<file path="src/detector_pkg.sv">
package detector_pkg;

  ////////////////////////////////
  // widths
  ////////////////////////////////
  typedef logic [7:0]  byte_t;
  typedef logic [15:0] param_t;
  typedef logic [31:0] cmd_word_t;  // opcode in 31:28, payload below
  typedef logic [3:0]  opcode_t;
  typedef logic [3:0]  frame_idx_t; // 1..11 after the header

  // one parameter byte tagged with its frame position
  typedef struct packed {
    logic       valid;
    frame_idx_t idx;
    byte_t      data;
  } frame_byte_t;

  typedef struct packed {
    param_t bias;
    param_t range;        // range judge voltage
    byte_t  gate;         // gate control byte
    param_t deadtime;
    param_t period;       // temperature feedback period
    param_t temperature;  // temperature setpoint
  } detector_cfg_t;

  ////////////////////////////////
  // frame and command constants
  ////////////////////////////////
  localparam byte_t      FRAME_HEADER = 8'hB7;
  localparam frame_idx_t FRAME_LEN    = 4'd11;
  localparam int         CFG_WORDS    = 4;

  localparam opcode_t OP_BIAS     = 4'd1;
  localparam opcode_t OP_RANGE    = 4'd2;
  localparam opcode_t OP_FEEDBACK = 4'd6;
  localparam opcode_t OP_TIMING   = 4'd8;

  // single-byte commands and the fixed words they send
  localparam int DIRECT_CNT = 11;
  localparam byte_t DIRECT_CODE [DIRECT_CNT] = '{
    8'hC6, 8'hC7, 8'hC8, 8'hC9, 8'hCA, 8'hCB, 8'hCC, 8'hCD, 8'hCE, 8'hCF, 8'hB2};
  localparam cmd_word_t DIRECT_WORD [DIRECT_CNT] = '{
    32'h63E74F9A, 32'h40007F00, 32'h30001F80, 32'h80000010, 32'h40000000, 32'h50000000,
    32'h60000000, 32'h70100000, 32'h80000000, 32'hE000E000, 32'hF000E000};

  typedef enum logic [1:0] {IDLE, DIRECT, CONFIG, WAIT_DONE} seq_state_t;

endpackage

</file>
<file path="src/command_sequencer.sv">
module command_sequencer (
  input  logic                        clk,
  input  logic                        rst_n,
  input  detector_pkg::byte_t         cmd_byte,
  input  logic                        cmd_valid,
  input  logic                        frame_done,
  input  detector_pkg::detector_cfg_t cfg,
  input  logic                        word_ready,
  input  logic                        word_done,
  output detector_pkg::cmd_word_t     word,
  output logic                        word_valid,
  output logic                        busy
);

  localparam int CNT_W = $clog2(detector_pkg::CFG_WORDS);

  detector_pkg::seq_state_t state;
  logic [CNT_W-1:0]         word_cnt;
  logic                     last_word;  // word in flight ends the command

  logic                    direct_hit;
  detector_pkg::cmd_word_t direct_word;
  logic                    start_direct;
  logic                    start_cfg;
  logic                    next_cfg;
  logic                    xfer;

  // configuration word n built from the stored frame
  function automatic detector_pkg::cmd_word_t cfg_word(
    input detector_pkg::detector_cfg_t c,
    input logic [CNT_W-1:0]            n
  );
    case (n)
      2'd0:    cfg_word = {detector_pkg::OP_BIAS, 12'h000, c.bias};
      2'd1:    cfg_word = {detector_pkg::OP_RANGE, 12'h000, c.range};
      2'd2:    cfg_word = {detector_pkg::OP_TIMING, 4'h0, c.gate, c.deadtime};
      default: cfg_word = {detector_pkg::OP_FEEDBACK, c.period[11:0], c.temperature};
    endcase
  endfunction

  // direct table lookup, unknown codes miss
  always_comb begin
    direct_hit  = 1'b0;
    direct_word = '0;
    for (int i = 0; i < detector_pkg::DIRECT_CNT; i++) begin
      if (cmd_byte == detector_pkg::DIRECT_CODE[i]) begin
        direct_hit  = 1'b1;
        direct_word = detector_pkg::DIRECT_WORD[i];
      end
    end
  end

  assign start_cfg    = (state == detector_pkg::IDLE) && frame_done;
  assign start_direct = (state == detector_pkg::IDLE) && !frame_done && cmd_valid && direct_hit;
  assign next_cfg     = (state == detector_pkg::WAIT_DONE) && word_done && !last_word;
  assign xfer         = word_valid && word_ready;
  assign busy         = (state != detector_pkg::IDLE);

  //////////////////////////////
  // FSM
  //////////////////////////////
  always_ff @(posedge clk or negedge rst_n) begin
    if (!rst_n) begin
      state      <= detector_pkg::IDLE;
      word_valid <= 1'b0;
      word_cnt   <= '0;
      last_word  <= 1'b0;
    end else begin
      case (state)
        detector_pkg::IDLE: begin
          if (start_cfg) begin
            state      <= detector_pkg::CONFIG;
            word_valid <= 1'b1;
            word_cnt   <= '0;
            last_word  <= 1'b0;
          end else if (start_direct) begin
            state      <= detector_pkg::DIRECT;
            word_valid <= 1'b1;
            last_word  <= 1'b1; // one word only
          end
        end
        detector_pkg::DIRECT, detector_pkg::CONFIG: begin
          if (xfer) begin
            state      <= detector_pkg::WAIT_DONE;
            word_valid <= 1'b0;
          end
        end
        detector_pkg::WAIT_DONE: begin
          if (next_cfg) begin
            state      <= detector_pkg::CONFIG;
            word_valid <= 1'b1;
            word_cnt   <= word_cnt + 1'b1;
            last_word  <= (word_cnt == CNT_W'(detector_pkg::CFG_WORDS - 2));
          end else if (word_done) begin
            state <= detector_pkg::IDLE;
          end
        end
        default: state <= detector_pkg::IDLE;
      endcase
    end
  end

  // word payload, held until the serializer takes it
  always_ff @(posedge clk) begin
    if (start_cfg) begin
      word <= cfg_word(cfg, '0);
    end else if (start_direct) begin
      word <= direct_word;
    end else if (next_cfg) begin
      word <= cfg_word(cfg, word_cnt + 1'b1);
    end
  end

endmodule

</file>
<file path="src/detector_control.sv">
module detector_control #(
  parameter int clks_per_bit = 434
) (
  input  logic                clk,
  input  logic                rst_n,
  input  detector_pkg::byte_t cmd_byte,
  input  logic                cmd_valid,
  input  detector_pkg::byte_t cfg_byte,
  input  logic                cfg_valid,
  output logic                tx,
  output logic                busy
);

  detector_pkg::frame_byte_t   param_byte;
  logic                        frame_done;
  detector_pkg::detector_cfg_t cfg;
  detector_pkg::cmd_word_t     word;
  logic                        word_valid;
  logic                        word_ready;
  logic                        word_done;

  //////////////////////////////
  // frame input path
  //////////////////////////////
  frame_parser u_frame_parser (
    .clk        (clk),
    .rst_n      (rst_n),
    .cfg_byte   (cfg_byte),
    .cfg_valid  (cfg_valid),
    .busy       (busy),
    .param_byte (param_byte),
    .frame_done (frame_done)
  );

  detector_regs u_detector_regs (
    .clk        (clk),
    .rst_n      (rst_n),
    .param_byte (param_byte),
    .cfg        (cfg)
  );

  //////////////////////////////
  // command and serial output
  //////////////////////////////
  command_sequencer u_command_sequencer (
    .clk        (clk),
    .rst_n      (rst_n),
    .cmd_byte   (cmd_byte),
    .cmd_valid  (cmd_valid),
    .frame_done (frame_done),
    .cfg        (cfg),
    .word_ready (word_ready),
    .word_done  (word_done),
    .word       (word),
    .word_valid (word_valid),
    .busy       (busy)
  );

  word_serializer #(
    .clks_per_bit (clks_per_bit)
  ) u_word_serializer (
    .clk        (clk),
    .rst_n      (rst_n),
    .word       (word),
    .word_valid (word_valid),
    .word_ready (word_ready),
    .word_done  (word_done),
    .tx         (tx)
  );

endmodule

</file>
<file path="src/detector_regs.sv">
module detector_regs (
  input  logic                        clk,
  input  logic                        rst_n,
  input  detector_pkg::frame_byte_t   param_byte,
  output detector_pkg::detector_cfg_t cfg
);

  detector_pkg::byte_t d;

  assign d = param_byte.data;

  //////////////////////////////
  // field writes, high byte first
  //////////////////////////////
  always_ff @(posedge clk or negedge rst_n) begin
    if (!rst_n) begin
      cfg <= '0;
    end else if (param_byte.valid) begin
      case (param_byte.idx)
        4'd1: begin
          cfg           <= '0;  // new frame, drop old fields
          cfg.bias[15:8] <= d;
        end
        4'd2:  cfg.bias[7:0]         <= d;
        4'd3:  cfg.range[15:8]       <= d;
        4'd4:  cfg.range[7:0]        <= d;
        4'd5:  cfg.gate              <= d;
        4'd6:  cfg.deadtime[15:8]    <= d;
        4'd7:  cfg.deadtime[7:0]     <= d;
        4'd8:  cfg.period[15:8]      <= d;
        4'd9:  cfg.period[7:0]       <= d;
        4'd10: cfg.temperature[15:8] <= d;
        4'd11: cfg.temperature[7:0]  <= d;
        default: begin
          cfg <= cfg; // positions 0 and 12..15 never tagged
        end
      endcase
    end
  end

endmodule

</file>
<file path="src/frame_parser.sv">
module frame_parser (
  input  logic                      clk,
  input  logic                      rst_n,
  input  detector_pkg::byte_t       cfg_byte,
  input  logic                      cfg_valid,
  input  logic                      busy,
  output detector_pkg::frame_byte_t param_byte,
  output logic                      frame_done
);

  detector_pkg::frame_idx_t cnt;     // 0 = waiting for header
  logic                     tag_valid;
  detector_pkg::frame_idx_t tag_idx;
  detector_pkg::byte_t      tag_data;

  logic take_param;

  // a byte past the header is a parameter byte
  assign take_param = cfg_valid && !busy && (cnt != '0);

  //////////////////////////////
  // position counter
  //////////////////////////////
  always_ff @(posedge clk or negedge rst_n) begin
    if (!rst_n) begin
      cnt        <= '0;
      tag_valid  <= 1'b0;
      frame_done <= 1'b0;
    end else begin
      tag_valid  <= take_param;
      frame_done <= 1'b0;
      if (busy) begin
        cnt <= '0;  // bytes during a send are dropped
      end else if (cfg_valid) begin
        if (cnt == '0) begin
          if (cfg_byte == detector_pkg::FRAME_HEADER) begin
            cnt <= 4'd1;
          end
        end else if (cnt == detector_pkg::FRAME_LEN) begin
          cnt        <= '0;
          frame_done <= 1'b1; // lines up with the store of byte 11
        end else begin
          cnt <= cnt + 4'd1;
        end
      end
    end
  end

  // tag payload, qualified by tag_valid
  always_ff @(posedge clk) begin
    if (take_param) begin
      tag_idx  <= cnt;
      tag_data <= cfg_byte;
    end
  end

  assign param_byte = '{valid: tag_valid, idx: tag_idx, data: tag_data};

endmodule

</file>
<file path="src/word_serializer.sv">
module word_serializer #(
  parameter int clks_per_bit = 434
) (
  input  logic                    clk,
  input  logic                    rst_n,
  input  detector_pkg::cmd_word_t word,
  input  logic                    word_valid,
  output logic                    word_ready,
  output logic                    word_done,
  output logic                    tx
);

  localparam int BAUD_W = $clog2(clks_per_bit + 1);

  logic              active;
  logic [BAUD_W-1:0] baud_cnt;
  logic [3:0]        bit_cnt;   // 0 start, 1..8 data, 9 stop
  logic [1:0]        byte_cnt;
  logic [9:0]        frame_q;   // stop, data, start, sent from bit 0
  logic [23:0]       rest_q;    // bytes still to go, next one on top

  logic xfer;
  logic bit_end;
  logic byte_end;

  assign xfer       = word_valid && word_ready;
  assign word_ready = !active;
  assign bit_end    = active && (baud_cnt == BAUD_W'(clks_per_bit - 1));
  assign byte_end   = bit_end && (bit_cnt == 4'd9);
  assign tx         = frame_q[0];

  //////////////////////////////
  // baud, bit and byte counters
  //////////////////////////////
  always_ff @(posedge clk or negedge rst_n) begin
    if (!rst_n) begin
      active    <= 1'b0;
      baud_cnt  <= '0;
      bit_cnt   <= '0;
      byte_cnt  <= '0;
      word_done <= 1'b0;
      frame_q   <= '1;  // line idles high
    end else begin
      word_done <= 1'b0;
      if (xfer) begin
        active   <= 1'b1;
        baud_cnt <= '0;
        bit_cnt  <= '0;
        byte_cnt <= '0;
        frame_q  <= {1'b1, word[31:24], 1'b0};
      end else if (active) begin
        baud_cnt <= bit_end ? '0 : baud_cnt + 1'b1;
        if (byte_end) begin
          bit_cnt <= '0;
          if (byte_cnt == 2'd3) begin
            active    <= 1'b0;
            word_done <= 1'b1;   // stop bit of byte 4 done
            frame_q   <= '1;
          end else begin
            byte_cnt <= byte_cnt + 2'd1;
            frame_q  <= {1'b1, rest_q[23:16], 1'b0};
          end
        end else if (bit_end) begin
          bit_cnt <= bit_cnt + 4'd1;
          frame_q <= {1'b1, frame_q[9:1]}; // lsb first
        end
      end
    end
  end

  // remaining bytes, msb byte first
  always_ff @(posedge clk) begin
    if (xfer) begin
      rest_q <= word[23:0];
    end else if (byte_end) begin
      rest_q <= {rest_q[15:0], 8'h00};
    end
  end

endmodule

</file>
<file path="config.mk">
export PLATFORM = sky130hd
export DESIGN_NAME = detector_control
export DESIGN_NICKNAME = d
export VERILOG_FILES = /design/src/detector_pkg.sv /design/src/command_sequencer.sv /design/src/detector_control.sv /design/src/detector_regs.sv /design/src/frame_parser.sv /design/src/word_serializer.sv
export SDC_FILE = /design/constraint.sdc
export NUM_CORES = 1
export LEC_CHECK = 0
export BUFFER_PORTS_ARGS = -buffer_cell sky130_fd_sc_hd__buf_2
export CAP_MARGIN = 5
export CELL_PAD_IN_SITES_DETAIL_PLACEMENT = 0
export CELL_PAD_IN_SITES_GLOBAL_PLACEMENT = 1
export CORE_MARGIN = 2
export CORE_UTILIZATION = 30
export CTS_BUF_LIST = sky130_fd_sc_hd__clkbuf_4 sky130_fd_sc_hd__clkbuf_8
export DETAILED_ROUTE_END_ITERATION = 12
export GPL_TIMING_DRIVEN = 0
export PLACE_DENSITY_LB_ADDON = 0.1
export SLEW_MARGIN = 40
export SYNTH_ARGS = -nofsm -noshare
export SYNTH_HDL_FRONTEND = slang
export SYNTH_SLANG_ARGS = --single-unit
</file>
<file path="constraint.sdc">
create_clock -name clk -period 3.31 [get_ports clk]
set_clock_uncertainty 0.05 [all_clocks]
set_input_delay 0.8275 -clock clk [delete_from_list [all_inputs] [get_ports clk]]
set_output_delay 0.8275 -clock clk [all_outputs]
set_load 0.02 [all_outputs]
</file>
==> summary.md, run 1 <==
| Metric | Value |
|---|---|
| Post-synth EDFFs | `52` |
| Post-CTS sizing | `0` |
| Clock slew seen by the registers of the worst setup and hold paths | `0.12 ns` |
| Die height | `around 180 µm` |
| WL per Instance | `a little over 20 µm` |
| Cell Area, Placed | `around 0.0094 mm²` |
| Gpl congestion | `0.790` |
| CP required | `roughly 3.3 ns` |
| Setup TNS after final layout | `0 ns` |
| Total power | `0.00398 W` |
| Core box area | `approximately 0.029 mm²` |
| CP max FO | `16` |
| Async set-reset flop share out of synthesis | `roughly 64%` |
| Tightest Pin Transition | `0.804 ns` |
| Vias | `6,627` |
| Max-slew violations | `0` |
| CTS tree | `done` |
| Post-DP HPWL | `between 15 and 20 mm` |
| Vias per Instance | `5.11` |
| DRC | `0` |
| Mean Syn Cell Area | `~10 µm²` |
| Num CTS Buffers | `17` |
| # diodes | `0` |
| Design Area, Final | `between 0.009 and 0.01 mm²` |
| Hold_buf cts | `0` |
| Fmax | `~0.34 GHz` |
| Synth Flop Type | `dfrtp_1` |
| Initial antenna violation count | `0` |
| Synth top area cells | `dfrtp_1, edfxtp_1, nand2_1` |
| Worst EP arrival | `approximately 3 ns` |
| First-pass GRT wire length | `41.6 mm` |
| Crit Path Class | `flop to flop` |
| Worst Hold Class | `primary input to async pin` |
| #FFs+latches synth | `190` |
| Root Driver | `clkbuf_8` |
| Reg-to-reg startpoint | `u_command_sequencer.state[0]$_DFFE_PN0P_` |
| Max-cap viol count | `0` |
| R2R depth | `7` |
| Final ANT Viol Nets | `0` |
| Clock Sinks | `between 150 and 200` |
| Area grow syn2layout | `11.9%` |
| Port-buffer cells | `19` |
| Post-synth top area share | `between 30% and 40%` |
| Clk buf depth | `2` |
| Share of the yosys chip area belonging to registers | `56.3%` |
| R2R Setup Slk | `between 0.3 and 0.4 ns` |
| Post-Syn Nets | `roughly 890` |
| Most common cell after layout, fill and taps aside | `nand2_1` |
| Layout cells sized above 1 | `approximately 11%` |
| Synth unique cells | `64` |
| Initial drt markers | `around 530` |
| Starting Density | `between 30% and 40%` |
| Mapped cell area | `roughly 0.009 mm²` |
| Synth warn | `0` |
| Fin nets | `about 940` |
| Number of global-route vias before repair | `roughly 6,600` |
| GRT Residual Overflow | `0` |
| Largest net degree at the start of global routing | `61` |
| Worst-skew pair later-pin latency | `approximately 0.48 ns` |
| TritonRoute pass-1 iters | `5` |
| Slew headroom | `between 40% and 50%` |
| Fillers | `a little under 3,000` |
| WL final | `26.4 mm` |
| GR Util All Layers | `roughly 18%` |
| Worst setup EP type | `flop` |
| H-tree depth | `4` |
| Final core area utilization | `between 30% and 40%` |
| Mapped Cells | `approximately 860` |
| Static Leakage | `slightly below 4 nW` |
| Most frequent cells in the layout | `nand2_1, dfrtp_1, o21ai_0` |
| Power per Cell Area | `slightly above 400 mW/mm²` |
| Post-CTS Setup Inserts | `0` |
| FF-to-FF End | `u_command_sequencer.word[12]$_DFFE_PP_` |
| Row count | `between 60 and 70` |
| Die Area | `between 0.03 and 0.04 mm²` |
| Endpoints failing hold | `0` |
| RSZ-0062 raised after global routing | `no` |
| Final setup vio count | `0` |
| Hold_ws | `0.0590 ns` |
| Die X | `roughly 180 µm` |
| IO Count | `22` |
| Startpoint types | `flop` |
| Status | `complete, no violations` |
| Peak supply drop | `around 0.24 mV` |
| Fin crit share | `88.4%` |
| Dominant cell type by area after synthesis | `dfrtp_1` |
| Tmin final | `2.93 ns` |
metrics by stage:
step,std cells,setup slack (ns)
detailed placement,1265,-0.116
CTS,1297,0.0276
global route,1298,0.126
global placement,1262,-0.556
floorplan,859,0.610
finish,1298,0.384
worst max-delay path by stage:
stage	startpoint	to	slack, ns	cells past startpoint
after floorplan	u_word_serializer.baud_cnt[1]$_DFFE_PN0P_	u_word_serializer.rest_q[0]$_SDFFCE_PN0P_	0.61	6
after detailed placement	cmd_byte[7]	u_command_sequencer.word[12]$_DFFE_PP_	-0.12	7
after CTS	u_command_sequencer.state[0]$_DFFE_PN0P_	u_command_sequencer.word[12]$_DFFE_PP_	0.03	7
final	u_command_sequencer.state[0]$_DFFE_PN0P_	u_command_sequencer.word[12]$_DFFE_PP_	0.38	7
after global routing	u_command_sequencer.state[0]$_DFFE_PN0P_	u_command_sequencer.word[0]$_DFFE_PP_	0.13	7
after global placement	rst_n	u_detector_regs.cfg[10]$_DFFE_PN0P_	-0.56	1
synthesized netlist by cell type, drive strengths merged, types with 12 or more instances:
master / number
ha: 15
a21oi: 35
inv: 26
buf: 20
a22o: 54
o21ai: 68
nor2: 56
a221oi: 12
a222oi: 13
nand2: 157
nor3: 20
edfxtp: 52
dfrtp: 113
clkbuf: 44
nand3: 27
dfxtp: 16
worst max-delay path, stage by stage (launching register included):
cell	delay, ns
dfrtp_1	0.39
inv_1	0.07
ha_1	0.18
buf_2	0.17
nand2_1	0.12
clkbuf_1	0.45
clkbuf_1	0.54
nand3_2	0.52
report_power, final:
group / internal [W] / switching, W
Sequential: 0.00240 / 0
Combinational: 0.0000265 / 0.0000585
Clock: 0.000559 / 0.000942
cells by family (layout without fill, tap and decap cells):
logic type | count (synthesis) | count (layout) | share of synthesized area (%)
fa+ha+maj | 15 | 15 | 2.14
xor+xnor | 10 | 10 | 0.998
flops | 190 | 190 | 56.3
buf+inv | 90 | 145 | 4.22
compound gates | 235 | 235 | 19.2
simple gates | 312 | 312 | 16.2
mux | 7 | 7 | 0.827
state kept, by name (all words and copies together) (netlist names):
signal,flops
u_command_sequencer.last_word,1
u_command_sequencer.state,2
u_command_sequencer.word,32
u_command_sequencer.word_cnt,2
u_command_sequencer.word_valid,1
u_detector_regs.cfg,84
u_frame_parser.cnt,4
u_frame_parser.frame_done,1
u_frame_parser.tag_data,8
u_frame_parser.tag_idx,4
u_frame_parser.tag_valid,1
u_word_serializer.active,1
u_word_serializer.baud_cnt,9
u_word_serializer.bit_cnt,4
u_word_serializer.byte_cnt,2
u_word_serializer.frame_q,9
u_word_serializer.rest_q,24
u_word_serializer.word_done,1
layer usage:
metal / track usage (%) / vias up / part of all wire [%]
met4: 3.33 / 0 / 0.77
met5: 0 / - / 0
met3: 2.44 / 12 / 2.9
met1: 25.1 / 3317 / 48
met2: 29.9 / 98 / 49
li1: - / 3200 / -
layout make-up:
type / instances / area (µm²) / area share (%)
Buffer: 64 / 273 / 2.78
Clock buffer: 18 / 241 / 2.46
Clock inverter: 14 / 120 / 1.22
Inverter: 26 / 97.6 / 0.994
Multi-Input combinational cell: 579 / 3480 / 35.4
Sequential cell: 190 / 4950 / 50.4
Tap cell: 384 / 480 / 4.89
Timing Repair Buffer: 23 / 183 / 1.86
(Power assumes the default switching activity.)
==> inputs of run 2 (changes only) <==
--- a/config.mk
+++ b/config.mk
@@ -15,6 +15,7 @@
 export DETAILED_ROUTE_END_ITERATION = 12
 export GPL_TIMING_DRIVEN = 0
 export PLACE_DENSITY_LB_ADDON = 0.1
+export REMOVE_ABC_BUFFERS = 1
 export SLEW_MARGIN = 40
 export SYNTH_ARGS = -nofsm -noshare
 export SYNTH_HDL_FRONTEND = slang
==> run 2 against run 1 <==
Global-route usage is 1.5 points lower. Critical path depth is 1 higher. Final area is 1.4% lower. Critical endpoint is now u_command_sequencer.word[20]$_SDFFE_PP0P_. Highest routed layer unchanged.
==> summary.md, run 2 (synthesized netlist as in run 1, its figures left out) <==
| Metric | Value |
|---|---|
| Static Leakage | `3.87 nW (was 3.95 nW)` |
| Largest net degree at the start of global routing | `70 (was 61)` |
| CP max FO | `19 (was 16)` |
| Routed wl met3 | `950 µm (was 760 µm)` |
| Row count | `62 (unchanged)` |
| Root Driver | `clkbuf_8 (unchanged)` |
| RSZ-0062 raised after global routing | `no (unchanged)` |
| Final core area utilization | `33.6% (was 34.1%)` |
| Tmin final | `2.86 ns (was 2.93 ns)` |
| Die Area | `0.0306 mm² (unchanged)` |
| Post-CTS Setup Inserts | `0 (unchanged)` |
| Highest metal used | `met4 (unchanged)` |
| Worst Hold Class | `primary input to async pin (unchanged)` |
| Fin crit share | `86.3% (was 88.4%)` |
| CTS tree | `done (unchanged)` |
| Slew headroom | `44.3% (was 46.4%)` |
| WL per Instance | `19.8 µm (was 20.3 µm)` |
| Final setup vio count | `0 (unchanged)` |
| Initial drt markers | `470 (was 529)` |
| Post-DP HPWL | `16.5 mm (was 19.0 mm)` |
| Most common cell after layout, fill and taps aside | `nand2_1 (unchanged)` |
| CP required | `3.66 ns (was 3.32 ns)` |
| Reg-to-reg startpoint | `u_command_sequencer.state[0]$_DFFE_PN0P_ (unchanged)` |
| Starting Density | `30.5% (unchanged)` |
| Core box area | `0.0288 mm² (unchanged)` |
| GR Util All Layers | `16.5% (was 17.9%)` |
| DRC | `0 (unchanged)` |
| # diodes | `0 (unchanged)` |
| Tightest Pin Transition | `0.832 ns (was 0.804 ns)` |
| Most frequent cells in the layout | `nand2_1, dfrtp_1, o21ai_0 (unchanged)` |
| Crit Path Class | `flop to flop (unchanged)` |
| Worst EP arrival | `3.20 ns (was 2.93 ns)` |
| Vias per Instance | `5.30 (was 5.11)` |
| Post-CTS sizing | `0 (unchanged)` |
| Area grow syn2layout | `10.3% (was 11.9%)` |
| Setup TNS after final layout | `0 ns (unchanged)` |
| Max-slew violations | `0 (unchanged)` |
| Status | `complete, no violations (unchanged)` |
| WL final | `24.5 mm (was 26.4 mm)` |
| Clock Sinks | `190 (unchanged)` |
| Gpl congestion | `0.807 (was 0.790)` |
| Clk buf depth | `2 (unchanged)` |
| Max reg flops | `84 (unchanged)` |
| TritonRoute pass-1 iters | `5 (unchanged)` |
| Startpoint types | `flop (unchanged)` |
| WL met2 | `11.3 mm (was 12.8 mm)` |
| Vias | `6,552 (was 6,627)` |
| R2R depth | `8 (was 7)` |
| First-pass GRT wire length | `38.9 mm (was 41.6 mm)` |
| Port-buffer cells | `21 (was 19)` |
| Regs by FF count | `u_detector_regs.cfg: 84 flops, u_command_sequencer.word: 32 flops, u_word_serializer.rest_q: 24 flops (unchanged)` |
| R2R Setup Slk | `0.45 ns (was 0.38 ns)` |
| Fmax | `0.350 GHz (was 0.342 GHz)` |
| Die height | `175 µm (unchanged)` |
| GRT Residual Overflow | `0 (unchanged)` |
| Largest Register | `u_detector_regs.cfg (unchanged)` |
| Number of global-route vias before repair | `6,578 (was 6,601)` |
| IO Count | `22 (unchanged)` |
| Layout cells sized above 1 | `11.1% (was 10.8%)` |
| Power per Cell Area | `424 mW/mm² (was 405 mW/mm²)` |
| Wl on met1 | `12.0 mm (was 12.6 mm)` |
| Final ANT Viol Nets | `0 (unchanged)` |
| Worst-skew pair later-pin latency | `0.47 ns (was 0.48 ns)` |
| Die X | `175 µm (unchanged)` |
| Worst setup EP type | `flop (unchanged)` |
| FF-to-FF End | `u_command_sequencer.word[20]$_SDFFE_PP0P_ (was u_command_sequencer.word[12]$_DFFE_PP_)` |
| Clock slew seen by the registers of the worst setup and hold paths | `0.11 ns (was 0.12 ns)` |
| Fin nets | `875 (was 936)` |
| Endpoints failing hold | `0 (unchanged)` |
| Num CTS Buffers | `17 (unchanged)` |
| H-tree depth | `4 (unchanged)` |
| Peak supply drop | `0.246 mV (was 0.237 mV)` |
| Hold_buf cts | `0 (unchanged)` |
| Max-cap viol count | `0 (unchanged)` |
| Initial antenna violation count | `0 (unchanged)` |
[run 2: changes by cell type in the layout (fill, tap and decap cells not counted), sizes merged]
| cell | delta |
|---|---|
| bufinv | +2 |
| inv | -2 |
| buf | -17 |
| clkbuf | -45 |
| clkinvlp | +1 |
[run 2: per-stage QoR]
| step | instance area [µm²] | instances | total power, W | setup slack [ns] | hold slack (ns) |
|---|---|---|---|---|---|
| 3_5_place_dp | 9260 | 1205 | 0.00252 | 0.143 | 0.377 |
| 2_1_floorplan | 8510 | 795 | 0.00246 | -0.0483 | 0.338 |
| 6_report | 9680 | 1237 | 0.00411 | 0.454 | 0.218 |
| 4_1_cts | 9670 | 1237 | 0.00417 | 0.135 | 0.211 |
| 5_1_grt | 9680 | 1237 | 0.00428 | 0.306 | 0.225 |
| 3_3_place_gp | 9090 | 1200 | 0.00252 | -1.23 | 0.379 |
[run 2: report_power, final]
group | internal, W | switching (W)
combinational | 0.0000219 | 0.0000565
clock | 0.000704 | 0.000928
sequential | 0.00240 | 0
total | 0.00312 | 0.000984
[run 2: worst max-delay path, cell delays in order (launching register included)]
cell and delay (ns):
dfrtp_1 0.42, inv_1 0.09, ha_1 0.35, nor2b_2 0.55
nand2_1 0.16, o21bai_4 0.30, buf_8 0.22, or4_1 0.48
a21oi_1 0.14
[run 2: per-layer routing]
metal,track usage [%],vias up
li1,-,3077
met1,23.3,3324
met2,26.1,139
met3,3.20,12
met4,3.85,0
met5,0,-
[run 2: worst max path at each step]
stage / end / depth (start not counted) / start
6_report: u_command_sequencer.word[20]$_SDFFE_PP0P_ / 8 / u_command_sequencer.state[0]$_DFFE_PN0P_
5_1_grt: u_command_sequencer.word[20]$_SDFFE_PP0P_ / 8 / u_command_sequencer.state[0]$_DFFE_PN0P_
4_1_cts: u_command_sequencer.word[14]$_DFFE_PP_ / 6 / u_command_sequencer.state[0]$_DFFE_PN0P_
3_5_place_dp: u_command_sequencer.word[0]$_DFFE_PP_ / 6 / u_command_sequencer.state[0]$_DFFE_PN0P_
3_3_place_gp: u_word_serializer.rest_q[6]$_SDFFCE_PN0P_ / 5 / u_word_serializer.baud_cnt[1]$_DFFE_PN0P_
2_1_floorplan: u_word_serializer.rest_q[0]$_SDFFCE_PN0P_ / 5 / u_word_serializer.baud_cnt[1]$_DFFE_PN0P_
[run 2: layout make-up]
class,instances,area (µm²)
Multi-Input combinational cell,579,3530
Fill cell,2874,19100
Clock buffer,17,234
Inverter,26,97.6
Sequential cell,190,4950
Timing Repair Buffer,26,215
Tap cell,384,480
Clock inverter,15,176
